===== src/pipe_config.svh =====
`ifndef PIPE_CONFIG_SVH
`define PIPE_CONFIG_SVH

// Datapath width in bits
`define XLEN 64

// Architectural register count
`define NUM_REGS 32

// Data memory depth in doublewords
`define DMEM_WORDS 256

// Program counter after reset
`define RESET_PC 0

// Data memory word i starts at this base plus i
`define DMEM_INIT_BASE 'h1000

`endif


===== src/rv_isa_pkg.sv =====
`default_nettype none

package rv_isa_pkg;

    `include "pipe_config.svh"

    typedef logic [`XLEN-1:0] xword_t;
    typedef logic [4:0] reg_idx_t;
    typedef logic [31:0] instr_t;

    // Major opcodes of the supported subset
    typedef enum logic [6:0] {
        op_reg    = 7'b0110011,
        op_imm    = 7'b0010011,
        op_load   = 7'b0000011,
        op_store  = 7'b0100011,
        op_branch = 7'b1100011
    } opcode_e;

    typedef enum logic [2:0] {
        f3_add_sub = 3'b000,
        f3_ld_sd   = 3'b011,
        f3_or      = 3'b110,
        f3_and     = 3'b111
    } funct3_e;

    // beq shares the add/sub funct3 encoding
    localparam funct3_e f3_beq = f3_add_sub;

endpackage

`default_nettype wire


===== src/fetch_stage.sv =====
`timescale 1ns/1ps
`default_nettype none

`include "pipe_config.svh"

module fetch_stage (
    input  wire                     clk,
    input  wire                     reset,
    input  wire rv_isa_pkg::instr_t instruction,
    input  wire                     stall,
    input  wire                     redirect,
    input  wire rv_isa_pkg::xword_t target,
    output rv_isa_pkg::xword_t      pc,
    output rv_isa_pkg::instr_t      ifid_instr,
    output rv_isa_pkg::xword_t      ifid_pc
);

    // Program counter, a taken branch overrides a stall
    always_ff @(posedge clk or posedge reset) begin
        if (reset) begin
            pc <= rv_isa_pkg::xword_t'(`RESET_PC);
        end else if (redirect) begin
            pc <= target;
        end else if (!stall) begin
            pc <= pc + 4;
        end
    end

    // An all-zero word decodes to no controls and acts as the bubble
    always_ff @(posedge clk or posedge reset) begin
        if (reset) begin
            ifid_instr <= '0;
        end else if (redirect) begin
            ifid_instr <= '0;
        end else if (!stall) begin
            ifid_instr <= instruction;
        end
    end

    always_ff @(posedge clk) begin
        if (!stall) begin
            ifid_pc <= pc;
        end
    end

endmodule

`default_nettype wire


===== config.mk =====
export PLATFORM = sky130hd
export DESIGN_NAME = fetch_stage
export DESIGN_NICKNAME = d
export VERILOG_FILES = /design/src/rv_isa_pkg.sv /design/src/fetch_stage.sv
export VERILOG_INCLUDE_DIRS = /design/src
export SDC_FILE = /design/constraint.sdc
export NUM_CORES = 1
export LEC_CHECK = 0
export ABC_CLOCK_PERIOD_IN_PS = 3200
export BUFFER_PORTS_ARGS = -buffer_cell sky130_fd_sc_hd__buf_2
export CORE_ASPECT_RATIO = 0.7
export CORE_MARGIN = 2
export CORE_UTILIZATION = 46
export CTS_BUF_LIST = sky130_fd_sc_hd__clkbuf_8
export CTS_CLUSTER_DIAMETER = 120
export DETAILED_ROUTE_END_ITERATION = 6
export GPL_ROUTABILITY_DRIVEN = 0
export PLACE_DENSITY = 0.78
export SLEW_MARGIN = 20
export SYNTH_ARGS = -nofsm -noshare
export SYNTH_HDL_FRONTEND = slang
export SYNTH_SLANG_ARGS = --single-unit
export TNS_END_PERCENT = 50

===== constraint.sdc =====
create_clock -name clk -period 3.2 [get_ports clk]
set_clock_uncertainty 0.05 [all_clocks]
set_input_delay 0.64 -clock clk [delete_from_list [all_inputs] [get_ports clk]]
set_output_delay 0.64 -clock clk [all_outputs]
set_load 0.05 [all_outputs]

==> metrics.md <==
| Metric | Value |
|---|---|
| Synth-to-Final Area Change | `27.14%` |
| Die area | `16090 sq um` |
| Final setup viols | `0` |
| CP cell instances | `nand3_2 -> nor4_4 -> nand3_2 -> or4_1 -> a31oi_1` |
| Post-synthesis sequential area ratio | `62.36%` |
| Distinct cell type count after synthesis | `41` |
| Tightest Pin Transition | `758.7 ps` |
| Clock period minus worst slack | `2734 ps` |
| Setup ws final | `466.2 ps` |
| Clock Latency Late Sink | `440 ps` |
| Starting Density | `47.10%` |
| Pin count of the biggest net entering global routing | `57` |
| Clock transition at path regs | `90 ps` |
| FF+latch count, synth | `160` |
| Vias in the first global route | `5404` |
| DP HPWL | `12760 um` |
| WP data arrival | `3030 ps` |
| Port bufs | `259` |
| Die H | `106.7 um` |
| Buf+Inv Stages, Crit Path | `0` |
| Worst EP required | `3490 ps` |
| Post-Synthesis Cells | `592` |
| Setup Buffers After CTS | `0` |
| Core footprint | `14720 sq um` |
| Status | `complete, no violations` |
| Leakage | `3.964 nW` |
| Hold WS | `217.8 ps` |
| Final-report hold violation count | `0` |
| Hold Path Class | `in -> async` |
| Routed vias | `5717` |
| Total CTS buffers | `17` |
| Remaining Overflow, GRT | `0` |
| Worst-path maximum fanout | `14` |
| Crit-path slowest cell | `nor4_4` |
| Share of layout cells above drive strength 1 | `36.23%` |
| Slew margin rel. | `49.04%` |
| Main area contributors after synthesis | `dfrtp_1, edfxtp_1, mux2i_1` |
| Fin nets | `952` |
| Max VDD drop | `0.3961 mV` |
| Die X-Extent | `150.7 um` |
| CTS hold repair buffers | `0` |
| Worst path max stage delay | `750 ps` |
| Mapped cell area | `6934 sq um` |
| Power density cells | `568.5 nW/um^2` |
| Vias/cell | `5.398` |
| Clk buf depth | `2` |
| Critical path class | `reg -> reg` |
| Area leader, netlist | `dfrtp_1` |
| Syn_nets | `693` |
| CTS tree | `yes` |
| CP Launch Type | `flop` |
| CTS Sinks | `160` |
| Iter 0 DRT Violations | `344` |
| Post-route ant nets | `0` |
| Gr usage total | `22.08%` |
| First-pass GRT wire length | `27680 um` |
| DRC violations left | `0` |
| FF+latch area | `4324 sq um` |
| Area of the multi-input gates | `2450 sq um` |
| Clk Tree Root Cell | `clkbuf_8` |
| H-tree levels | `4` |
| Top-area cell type share of the netlist area | `34.64%` |
| Fmax | `365.8 MHz` |
| Pre-CTS WS | `498.0 ps` |
| Worst Setup End Kind | `flop` |
| Setup TNS Final | `0 ps` |
| Max Cap Viol | `0` |
| Crit path top cell by count | `nand3_2` |
| Avg Inst Size Synth | `11.71 sq um` |
| DRT Wirelength | `17930 um` |
| ANT cells | `0` |
| Post-cts sizing count | `0` |
| RSZ-0062 raised after global routing | `no` |
| Final-report max-slew violation count | `0` |
| Fillers | `1256` |
| Initial antenna violation count | `0` |
| Warnings from Yosys | `0` |
| CP delay by family, top | `simple AND/OR/NAND/NOR gates` |
| Wire per inst | `16.93 um` |
| I/O pin cnt | `260` |
| First drt pass iteration count | `5` |
| Final period utilization | `85.43%` |
| Rows | `37` |
==> cell usage in the layout, fill, tap and decap left out, types with 7 or more instances in the layout <==
| cell type | count |
|---|---|
| inv_1 | 7 |
| nor2_1 | 63 |
| buf_2 | 258 |
| buf_4 | 10 |
| o31ai_1 | 16 |
| clkbuf_8 | 17 |
| o21ai_0 | 42 |
| nand3_1 | 21 |
| nand2_1 | 61 |
| and3_1 | 12 |
| mux2i_1 | 33 |
| or3_1 | 8 |
| nand4_1 | 25 |
| edfxtp_1 | 64 |
| nor3_1 | 7 |
| a31oi_1 | 25 |
| xnor2_1 | 9 |
| dfrtp_1 | 96 |
| xor2_1 | 24 |
| or4_1 | 16 |
==> final cells by class <==
type                            count  area share (%)
Sequential cell                   160           49.05
Multi-Input combinational cell    396           27.79
Clock buffer                       17           2.654
Inverter                            7          0.3264
Tap cell                          195           2.768
Timing Repair Buffer              269           15.73
Clock inverter                     15           1.689
==> metal layers <==
layer  share of wire [%]  track usage, %  vias to the layer above
li1                    -               -                     2691
met1                  45           31.26                     2783
met2                  47           34.87                      231
met3                 7.3           5.149                       12
met4                0.85           5.073                        0
met5                   0               0                        -
==> flip-flops by register name, indices dropped and copies added (netlist names) <==
register / cells
pc: 64
ifid_pc: 64
ifid_instr: 32
==> synth_stat cells, drive strengths merged <==
cell type  number
a22oi           1
or4            16
and3           12
nor4            5
o211ai          2
edfxtp         64
nand3          25
and4            4
inv             6
mux2i          33
nand2          61
o31ai          16
o21ai          42
clkbuf         16
buf            13
nor3            8
nand4          26
a31oi          25
xnor2           9
dfrtp          96
xor2           24
nand4b          4
nor2           63
clkinv          1
nand3b          1
nor2b           2
mux2            2
o41ai           2
and2            3
or3             9
ha              1
==> metrics by stage <==
stage          total power, mW  instance area (sq um)  std cells  utilization, %
2_1_floorplan            3.280                   6934        592               -
3_3_place_gp             3.583                   8433       1027           57.28
4_1_cts                  5.064                   8816       1059           59.88
3_5_place_dp             3.604                   8433       1027           57.28
6_report                 5.011                   8816       1059           59.88
5_1_grt                  5.222                   8816       1059           59.88
==> cell families (layout without fill, tap and decap cells) <==
family,Yosys count,count (layout),share of synthesized area (%)
simple gates,239,239,18.30
fa+ha+maj,1,1,0.1804
xor+xnor,33,33,4.168
flops,160,160,62.36
mux,35,35,5.088
buf+inv,36,308,2.309
compound gates,88,88,7.597
==> final timing paths <==
kind / startpoint / endpoint / slack (ps) / cells past startpoint
setup / recovery: pc[10] / pc[60] / 470 / 5
hold / removal: reset / ifid_instr[21] / 220 / 2
setup reg to reg: pc[10] / pc[60] / 470 / 5
hold reg to reg: pc[1] / ifid_pc[1] / 430 / 0
max in group asynchronous: reset / pc[60] / 2170 / 3
min in group clk: target[26] / pc[26] / 360 / 3
==> report_power, final <==
group          total, mW  switching [mW]  internal, mW  leakage [nW]
combinational       1.09           0.829         0.257          1.96
clock               1.45           0.763         0.692         0.200
sequential          2.47           0.159          2.31          1.80
total               5.01            1.75          3.26          3.96
No activity file was read; power rests on OpenSTA's default activity.
