===== src/pipe_config.svh =====
`ifndef PIPE_CONFIG_SVH
`define PIPE_CONFIG_SVH

// Datapath width in bits
`define XLEN 64

// Architectural register count
`define NUM_REGS 32

// Data memory depth in doublewords
`define DMEM_WORDS 256

// Program counter after reset
`define RESET_PC 0

// Data memory word i starts at this base plus i
`define DMEM_INIT_BASE 'h1000

`endif


===== src/rv_isa_pkg.sv =====
`default_nettype none

package rv_isa_pkg;

    `include "pipe_config.svh"

    typedef logic [`XLEN-1:0] xword_t;
    typedef logic [4:0] reg_idx_t;
    typedef logic [31:0] instr_t;

    // Major opcodes of the supported subset
    typedef enum logic [6:0] {
        op_reg    = 7'b0110011,
        op_imm    = 7'b0010011,
        op_load   = 7'b0000011,
        op_store  = 7'b0100011,
        op_branch = 7'b1100011
    } opcode_e;

    typedef enum logic [2:0] {
        f3_add_sub = 3'b000,
        f3_ld_sd   = 3'b011,
        f3_or      = 3'b110,
        f3_and     = 3'b111
    } funct3_e;

    // beq shares the add/sub funct3 encoding
    localparam funct3_e f3_beq = f3_add_sub;

endpackage

`default_nettype wire


===== src/rv_pipe_pkg.sv =====
`default_nettype none

package rv_pipe_pkg;

    // Operations the execute ALU performs
    typedef enum logic [1:0] {
        alu_add,
        alu_sub,
        alu_and,
        alu_or
    } alu_op_e;

    // Source of an execute operand
    typedef enum logic [1:0] {
        fwd_reg,
        fwd_exmem,
        fwd_memwb
    } fwd_sel_e;

endpackage

`default_nettype wire


===== src/operand_forward.sv =====
`timescale 1ns/1ps
`default_nettype none

module operand_forward (
    input  wire rv_isa_pkg::reg_idx_t src_rs,
    input  wire rv_isa_pkg::xword_t   src_val,
    input  wire rv_isa_pkg::reg_idx_t exmem_rd,
    input  wire                       exmem_reg_write,
    input  wire rv_isa_pkg::xword_t   exmem_result,
    input  wire rv_isa_pkg::reg_idx_t memwb_rd,
    input  wire                       memwb_reg_write,
    input  wire rv_isa_pkg::xword_t   wb_data,
    output rv_isa_pkg::xword_t        operand
);

    rv_pipe_pkg::fwd_sel_e sel;

    // The younger result wins, x0 always reads as stored
    always_comb begin
        if (src_rs == '0) begin
            sel = rv_pipe_pkg::fwd_reg;
        end else if (exmem_reg_write && exmem_rd == src_rs) begin
            sel = rv_pipe_pkg::fwd_exmem;
        end else if (memwb_reg_write && memwb_rd == src_rs) begin
            sel = rv_pipe_pkg::fwd_memwb;
        end else begin
            sel = rv_pipe_pkg::fwd_reg;
        end
    end

    always_comb begin
        case (sel)
            rv_pipe_pkg::fwd_exmem: operand = exmem_result;
            rv_pipe_pkg::fwd_memwb: operand = wb_data;
            default:                operand = src_val;
        endcase
    end

endmodule

`default_nettype wire


===== config.mk =====
export PLATFORM = sky130hd
export DESIGN_NAME = operand_forward
export DESIGN_NICKNAME = d
export VERILOG_FILES = /design/src/rv_isa_pkg.sv /design/src/rv_pipe_pkg.sv /design/src/operand_forward.sv
export VERILOG_INCLUDE_DIRS = /design/src
export SDC_FILE = /design/constraint.sdc
export NUM_CORES = 1
export LEC_CHECK = 0
export ABC_AREA = 1
export BUFFER_PORTS_ARGS = -buffer_cell sky130_fd_sc_hd__buf_2
export CORE_AREA = 2 2 107 109
export DETAILED_ROUTE_END_ITERATION = 12
export DIE_AREA = 0 0 109 111
export GPL_ROUTABILITY_DRIVEN = 0
export PLACE_DENSITY = 0.57
export SLEW_MARGIN = 20
export SYNTH_ARGS = -nofsm -noshare
export SYNTH_HDL_FRONTEND = slang
export SYNTH_SLANG_ARGS = --single-unit

===== constraint.sdc =====
create_clock -name vclk -period 4.7
set_input_delay 0.705 -clock vclk [all_inputs]
set_output_delay 0.705 -clock vclk [all_outputs]
set_load 0.01 [all_outputs]

==> impl_metrics.toml, run 1 <==
[outcome]
outcome = "complete, no violations"

[critical_path]
cp.buffers_inverters = 4
critical-path-slowest-cell = "sky130_fd_sc_hd__ha_2"
cp_cell_sequence = "buf_2 -> inv_1 -> nor2_1 -> nor2_1 -> nand2_1 -> nor2_2 -> nand2_1 -> nor2_1 -> ha_2 -> buf_12 -> a21oi_1 -> a21oi_1 -> buf_2"
critPathRequiredTime_ps = 3990
critical_path_class = "input pin to output port"
worstSetupEndpointType = "output port"
critical_path_depth_in_cells = 13
cpPeakStageDelay_ps = 600
worst_ep_arrival_time_ps = 2700
critical_path_peak_fanout = 34
cp_top_family = "buffers and inverters"
cpMostUsedCell = "sky130_fd_sc_hd__nor2_1"
cp-start-kind = "input pin"

[layout]
num-nets-final = 814
most_used_cells_in_the_layout_excluding_fill_and_tap_cells = "273 x sky130_fd_sc_hd__buf_2, 107 x sky130_fd_sc_hd__a21oi_1, 96 x sky130_fd_sc_hd__nand2_1"
area.growth.synth_to_final_pct = 78.0
area.sequential_um2 = 0
diodes = 0
n_sequential_cell = 0
drive_above_1_share = 0.509
most_frequent_standard_cell_in_the_layout_excluding_fill_and_tap_cells = "sky130_fd_sc_hd__buf_2"
fin_cells = 744
multiInputGateArea_um2 = 1420
clkbuf_count = 0
layout_filler_cell_count = 1277

[power]
power_density_nw_per_um2 = 81.3
power.static_leakage_nw = 1.72
ir_worst_vdd_mv = 0.0253

[sta]
period_share = 0.724
tightest_slew_ps = 754
timing_max_transition_violations_final = 0
fmax_ghz = 0.294
timing.final.ws_setup_ps = 1300
fin_tns_setup_ps = 0
hold_viol = 0
finalCriticalPeriod_ps = 3400
setup_viol_count_final = 0
unrepaired_setup_endpoints_after_global_routing = "false"
max_slew_margin = 0.497

[floorplanning]
die_area_um2 = 12100
top_level_ports = 273
num_rows = 39
start_util = 0.157
coreArea_um2 = 11100
floorplan.die.height_um = 111
fp.dieW_um = 109

[synth]
synthesized_nets = 562
post_synth_and_or_nand_nor_area_fraction = 0.386
synth_cell_types = 14
muxShareOfSynthArea = 0
synthXorXnorAreaFrac = 0
avgSynthCellArea_um2 = 4.97
mappedNetlistArea_um2 = 1740
syn-instance-count = 351
dominant_combinational_cell_family_by_area_after_synthesis = "compound AO/OA/AOI/OAI gates"
synth-seq-area-share = 0
yosys_warnings = 0
share_of_the_synthesized_area_in_compound_gates_ao_oa_aoi_oai = 0.413
share_of_synthesized_cell_area_in_full_adder_half_adder_and_majority_cells = 0.0144

[grt]
global_route_wire_length_before_repair_mm = 12.0
antenna_found_initial = 0
globalRouteTotalUtil = 0.115
grt_pass1_vias = 2831
overflow = 0
pin_count_of_the_biggest_net_entering_global_routing = 65

[route]
vias = 3113
ant_nets = 0
routed_wl_mm = 8.00
detail_route.first_pass.iterations = 4
drt-initial-drc-count = 129
remaining_drc_errors = 0
avgViaCountPerCell = 4.18
wire_per_inst_um = 10.7

[placement]
post-dp-hpwl_mm = 6.31
minimum_setup_slack_after_placement_ps = 1280
io_buffer_count = 273
placedCellCount = 744

[clocking]
number_of_buffers_inserted_by_post_cts_setup_repair = 0
hold_buffers = 0
postCtsResizedCells = 0

[min_path]
worstHoldPathCells = 4
min_path_type = "input pin to output port"

[flow_run]
drv.max_cap_violation_count = 0
## per-stage QoR
stage                     power, mW  area (um^2)  hold WS [ps]  utilization
after floorplan               0.120         1740          1540            -
after global placement        0.255         3100          1730        0.280
after detailed placement      0.254         3100          1730        0.280
after CTS                     0.255         3100          1730        0.280
after global routing          0.282         3100          1750        0.280
final                         0.252         3100          1730        0.280
## kinds of logic after synthesis
group           count (synthesis)
simple gates                  176
buf+inv                        45
compound gates                128
fa+ha+maj                       2
## worst paths after layout
check / start / to / slack, ps
worst max-delay path: src_rs[3] / operand[24] / 1300
worst min-delay path: src_val[3] / operand[3] / 1730
## synthesized netlist by cell type, drive strengths merged
cell      n  share of area
a21oi   128           0.41
nand2    96           0.21
nor2     76           0.17
buf      26           0.14
inv      18          0.039
nand3     4          0.011
ha        2          0.014
clkbuf    1         0.0079
## cell type report
type,count,share of cell area
Tap cell,143,0.0577
Timing Repair Buffer,277,0.462
Multi-Input combinational cell,306,0.458
Inverter,18,0.0218
## routing by layer
| layer | share of wire | global-route usage |
|---|---|---|
| met5 | 0 | 0 |
| met4 | 0.0089 | 0.00855 |
| met3 | 0.072 | 0.00882 |
| met1 | 0.41 | 0.130 |
| met2 | 0.51 | 0.235 |
## power breakdown
group          internal [mW]  switching, mW  total [mW]  leakage [nW]
Clock                      0              0           0             0
Combinational          0.128          0.124       0.252          1.72
Sequential                 0              0           0             0
Total                  0.128          0.124       0.252          1.72
## worst min-delay path, stage by stage
cell and delay, ps:
sky130_fd_sc_hd__buf_2 70, sky130_fd_sc_hd__nor2_1 40, sky130_fd_sc_hd__a21oi_2 80, sky130_fd_sc_hd__buf_2 130
Power figures use the tool's default switching activity.
==> run 2: changes to the inputs <==
- ABC_AREA: 1 -> 0
- CORE_AREA: 2 2 107 109 -> 2 2 106 108
- DIE_AREA: 0 0 109 111 -> 0 0 108 110
- PLACE_DENSITY: 0.57 -> 0.55
- clock period: 4.7 -> 2.8 ns (I/O delays scaled with it)
==> run 2 against run 1 <==
Critical path depth down 3. Synthesized cell count decreased by 31%. Total power rose by 73%. Synthesized area is 24% lower. Wire length increased by 29%. Final area increased by 8.6%. Combinational power is 73% higher. Count of clock-buffer cells in the layout is the same. Setup slack worse by 1300 ps. Final cell count fell by 13%. Global-route usage rose by 0.58 points.
==> impl_metrics.toml, run 2 <==
[outcome]
outcome = "complete, no violations"

[critical_path]
timing.critical_path.from = "src_rs[0]"
cp-start-kind = "input pin"
cp_cell_sequence = "buf_6 -> xor2_1 -> nor4_1 -> and3_4 -> or4_4 -> ha_4 -> buf_12 -> clkbuf_16 -> o21ai_0 -> buf_2"
cpPeakStageDelay_ps = 490
critical_path_class = "input pin to output port"
critical_path_depth_in_cells = 10
cp.buffers_inverters = 4
crit_end = "operand[39]"
worstSetupEndpointType = "output port"
critical_path_peak_fanout = 17
cp_top_family = "simple AND/OR/NAND/NOR gates"
critical-path-slowest-cell = "sky130_fd_sc_hd__or4_4"
critPathRequiredTime_ps = 2380
worst_ep_arrival_time_ps = 2350

[sta]
max_slew_margin = 0.836
timing.final.ws_setup_ps = 33.1
period_share = 0.988
setup_viol_count_final = 0
hold_viol = 0
timing_max_transition_violations_final = 0
finalCriticalPeriod_ps = 2770
unrepaired_setup_endpoints_after_global_routing = "true"
tightest_slew_ps = 243
fmax_ghz = 0.361

[power]
power.share.combinational = 1.000
power_density_nw_per_um2 = 129
pwr-share-seq = 0
power.internal_uw = 235
switchingPower_uw = 200
total_power_uw = 436
switching_share = 0.460
ir_worst_vdd_mv = 0.0623
clockPowerShare = 0
power.static_leakage_nw = 1.73

[synth]
synth.top_cells.by_area = "sky130_fd_sc_hd__a22oi_1 36%, sky130_fd_sc_hd__o21ai_0 24%, sky130_fd_sc_hd__nand2_1 18%"
mappedNetlistArea_um2 = 1330
synth.cells.most_frequent = "65 x sky130_fd_sc_hd__nand2_1, 65 x sky130_fd_sc_hd__o21ai_0, 64 x sky130_fd_sc_hd__a22oi_1, 24 x sky130_fd_sc_hd__clkbuf_1, 5 x sky130_fd_sc_hd__xnor2_1"
synthesized_nets = 453
syn-instance-count = 242
post-synth-top-area-fraction = 0.361
synth_cell_types = 15
yosys_warnings = 0
avgSynthCellArea_um2 = 5.50
synth_top_area_cell = "sky130_fd_sc_hd__a22oi_1"
synth-seq-area-share = 0

[route]
vias = 3008
detail_route.first_pass.iterations = 4
wire_per_inst_um = 15.9
drt-initial-drc-count = 210
avgViaCountPerCell = 4.62
ant_nets = 0
remaining_drc_errors = 0
routed_wl_mm = 10.3

[grt]
grt.met2_usage = 0.228
grt_pass1_vias = 2458
use_met3 = 0.0170
overflow = 0
global_route_wire_length_before_repair_mm = 11.8
globalRouteTotalUtil = 0.121
pin_count_of_the_biggest_net_entering_global_routing = 61
grtUsageMet1 = 0.154
antenna_found_initial = 0
gr-max-usage-layer = "met2"

[floorplanning]
num_rows = 38
top_level_ports = 273
start_util = 0.124
die_area_um2 = 11900
fp.dieW_um = 108
floorplan.die.height_um = 110
coreArea_um2 = 10700

[flow_run]
drv.max_cap_violation_count = 0

[layout]
drive_above_1_share = 0.658
area.growth.synth_to_final_pct = 153
diodes = 0
area.sequential_um2 = 0
clkbuf_count = 0
most_used_cells_in_the_layout_excluding_fill_and_tap_cells = "270 x sky130_fd_sc_hd__buf_2, 55 x sky130_fd_sc_hd__a22oi_1, 51 x sky130_fd_sc_hd__nand2_1"
n_sequential_cell = 0
num-nets-final = 724
most_frequent_standard_cell_in_the_layout_excluding_fill_and_tap_cells = "sky130_fd_sc_hd__buf_2"

[min_path]
min_path_type = "input pin to output port"

[placement]
io_buffer_count = 273
minimum_setup_slack_after_placement_ps = -26.4
post-dp-hpwl_mm = 7.10
[run 2: changes by cell type in the layout (fill, tap and decap cells not counted), sizes merged, moves of 18 or more]
cell / before / now
o21ai: 0 / 65
nor2: 76 / 1
a22oi: 0 / 64
a21oi: 128 / 0
nand2: 96 / 65
inv: 18 / 0
[run 2: power by group through the flow]
stage          registers (mW)  logic (mW)  clock network [mW]
6_report                    0       0.436                   0
5_1_grt                     0       0.475                   0
4_1_cts                     0       0.375                   0
3_5_place_dp                0       0.368                   0
3_3_place_gp                0       0.363                   0
2_1_floorplan               0       0.132                   0
[run 2: worst min path at each step]
stage / start / to / slack, ps / cells past startpoint
final: src_val[48] / operand[48] / 1130 / 4
after global routing: src_val[37] / operand[37] / 1140 / 4
after CTS: src_val[48] / operand[48] / 1130 / 4
after detailed placement: src_val[48] / operand[48] / 1130 / 4
after global placement: src_val[8] / operand[8] / 1130 / 4
after floorplan: src_val[58] / operand[58] / 990 / 2
[run 2: stage by stage]
step           TNS (ps)  cell area [um^2]   util  std cells  hold slack [ps]
2_1_floorplan         0              1330      -        242              994
3_3_place_gp     -0.788              2940  0.275        638             1130
3_5_place_dp       -114              2940  0.275        638             1130
4_1_cts           -33.9              2970  0.278        639             1130
5_1_grt            -394              3370  0.315        651             1140
6_report              0              3370  0.315        651             1130
[run 2: kinds of logic after synthesis]
kind of cell | after synthesis | share of synthesized area
AOI/OAI and AO/OA | 129 | 0.606
xor gates and xnor gates | 10 | 0.0715
adders and majority gates | 2 | 0.0188
buffers and inverters | 28 | 0.0790
and+or+nand+nor | 73 | 0.225
[run 2: layer usage]
| metal | wire length [um] | up-vias |
|---|---|---|
| met5 | 0 | - |
| met4 | 40 | 0 |
| met3 | 891 | 4 |
| met2 | 5310 | 184 |
| met1 | 4080 | 1371 |
| li1 | - | 1449 |
[run 2: final cells by class]
| type | count | area [um^2] |
|---|---|---|
| fill | 1148 | 7330 |
| timing repair buffer | 297 | 1810 |
| multi-input combinational | 214 | 1390 |
| tap | 140 | 175 |
[run 2: what timing repair did]
action,CTS,global route
buffers inserted,0,2
setup endpoints to repair,22,64
pin swaps,2,11
hold buffers,0,0
cloned,1,10
resized for setup,3,88
==> run 3: changes to the inputs <==
- SETUP_SLACK_MARGIN: not set -> 0.05
==> run 3 against run 2 <==
Die area unchanged. Largest power group unchanged. Critical path type unchanged. Critical endpoint is now operand[30]. Critical path depth up 1. Hold slack worse by 5.1 ps. Global-route usage about the same. Via count up 1.3%. Final area up 4.1%.
==> impl_metrics.toml, run 3 (synthesis results as in run 2) <==
[floorplanning]
floorplan.die.height_um = 110
coreArea_um2 = 10700
start_util = 0.124
num_rows = 38
die_area_um2 = 11900
top_level_ports = 273
fp.dieW_um = 108

[route]
avgViaCountPerCell = 4.67
drt-initial-drc-count = 155
vias = 3047
detail_route.first_pass.iterations = 4
remaining_drc_errors = 0
routed_wl_mm = 10.6
wire_per_inst_um = 16.2
ant_nets = 0

[clocking]
hold_buffers = 0

[sta]
period_share = 0.990
max_slew_margin = 0.807
setup_viol_count_final = 0
tightest_slew_ps = 289
fmax_ghz = 0.361
unrepaired_setup_endpoints_after_global_routing = "true"
hold_viol = 0
fin_tns_setup_ps = 0
fin_worst_hold_slack_ps = 1120
timing_max_transition_violations_final = 0
finalCriticalPeriod_ps = 2770

[critical_path]
cp.buffers_inverters = 4
critical_path_depth_in_cells = 11
worstSetupEndpointType = "output port"
critical-path-slowest-cell = "sky130_fd_sc_hd__or4_4"
timing.critical_path.from = "src_rs[0]"
crit_end = "operand[30]"
cp_cell_sequence = "buf_6 -> xor2_1 -> nor4_1 -> and3_4 -> or4_4 -> ha_4 -> buf_12 -> clkbuf_16 -> nand2_1 -> o21ai_1 -> buf_2"
critical_path_peak_fanout = 8
cp-start-kind = "input pin"
worst_ep_arrival_time_ps = 2350
cpPeakStageDelay_ps = 490
critPathRequiredTime_ps = 2380
critical_path_class = "input pin to output port"
cp_top_family = "simple AND/OR/NAND/NOR gates"

[layout]
most_used_cells_in_the_layout_excluding_fill_and_tap_cells = "269 x sky130_fd_sc_hd__buf_2, 60 x sky130_fd_sc_hd__a22oi_1, 41 x sky130_fd_sc_hd__o21ai_1"
area.growth.synth_to_final_pct = 164
multiInputGateArea_um2 = 1490
n_sequential_cell = 0
clkbuf_count = 0
area.sequential_um2 = 0
diodes = 0
most_frequent_standard_cell_in_the_layout_excluding_fill_and_tap_cells = "sky130_fd_sc_hd__buf_2"
num-nets-final = 726
layout_filler_cell_count = 1139
drive_above_1_share = 0.715

[power]
power.internal_uw = 246
total_power_uw = 460
power_density_nw_per_um2 = 131
power.static_leakage_nw = 1.76
power.share.combinational = 1.000
clockPowerShare = 0
switchingPower_uw = 214
switching_share = 0.465
pwr-share-seq = 0
ir_worst_vdd_mv = 0.0638

[placement]
post-dp-hpwl_mm = 7.10
io_buffer_count = 273

[flow_run]
drv.max_cap_violation_count = 0

[grt]
overflow = 0
grt_pass1_vias = 2459
pin_count_of_the_biggest_net_entering_global_routing = 61
antenna_found_initial = 0
global_route_wire_length_before_repair_mm = 11.8
globalRouteTotalUtil = 0.121

[outcome]
outcome = "complete, no violations"

[min_path]
min_path_type = "input pin to output port"
[run 3: power groups by stage]
| stage | combinational (mW) | sequential [mW] | clock [mW] |
|---|---|---|---|
| 5_1_grt | 0.499 | 0 | 0 |
| 3_3_place_gp | 0.363 | 0 | 0 |
| 4_1_cts | 0.378 | 0 | 0 |
| 6_report | 0.460 | 0 | 0 |
| 3_5_place_dp | 0.368 | 0 | 0 |
| 2_1_floorplan | 0.132 | 0 | 0 |
[run 3: metrics by stage]
| stage | utilization | cells | area [um^2] | setup WS (ps) |
|---|---|---|---|---|
| 2_1_floorplan | - | 242 | 1330 | 76.1 |
| 3_3_place_gp | 0.275 | 638 | 2940 | -0.788 |
| 4_1_cts | 0.279 | 639 | 2980 | -9.62 |
| 5_1_grt | 0.328 | 653 | 3510 | -60.9 |
| 3_5_place_dp | 0.275 | 638 | 2940 | -26.4 |
| 6_report | 0.328 | 653 | 3510 | 27.7 |
[run 3: how the worst min path moves through the flow]
stage / start / end / slack, ps / depth (start not counted)
2_1_floorplan: src_val[58] / operand[58] / 990 / 2
3_3_place_gp: src_val[8] / operand[8] / 1130 / 4
3_5_place_dp: src_val[48] / operand[48] / 1130 / 4
4_1_cts: src_val[48] / operand[48] / 1130 / 4
5_1_grt: src_val[37] / operand[37] / 1150 / 4
6_report: src_val[11] / operand[11] / 1120 / 4
[run 3: routing by layer]
metal / vias to the layer above / global-route usage / wire [um]
li1: 1454 / - / -
met1: 1386 / 0.154 / 4000
met2: 197 / 0.227 / 5550
met3: 10 / 0.0165 / 902
met4: 0 / 0.00641 / 100
met5: - / 0 / 0
[run 3: cell type report]
type / instances / area share
multi-input combinational: 214 / 0.426
timing repair buffer: 299 / 0.524
tap: 140 / 0.0499
[run 3: repair_timing]
action / in CTS / in global routing
setup buffers: 0 / 3
endpoints found under the hold margin: 0 / 0
resized for setup: 11 / 137
endpoints found under the setup margin: 64 / 64
pin swaps: 2 / 14
gates cloned: 1 / 11
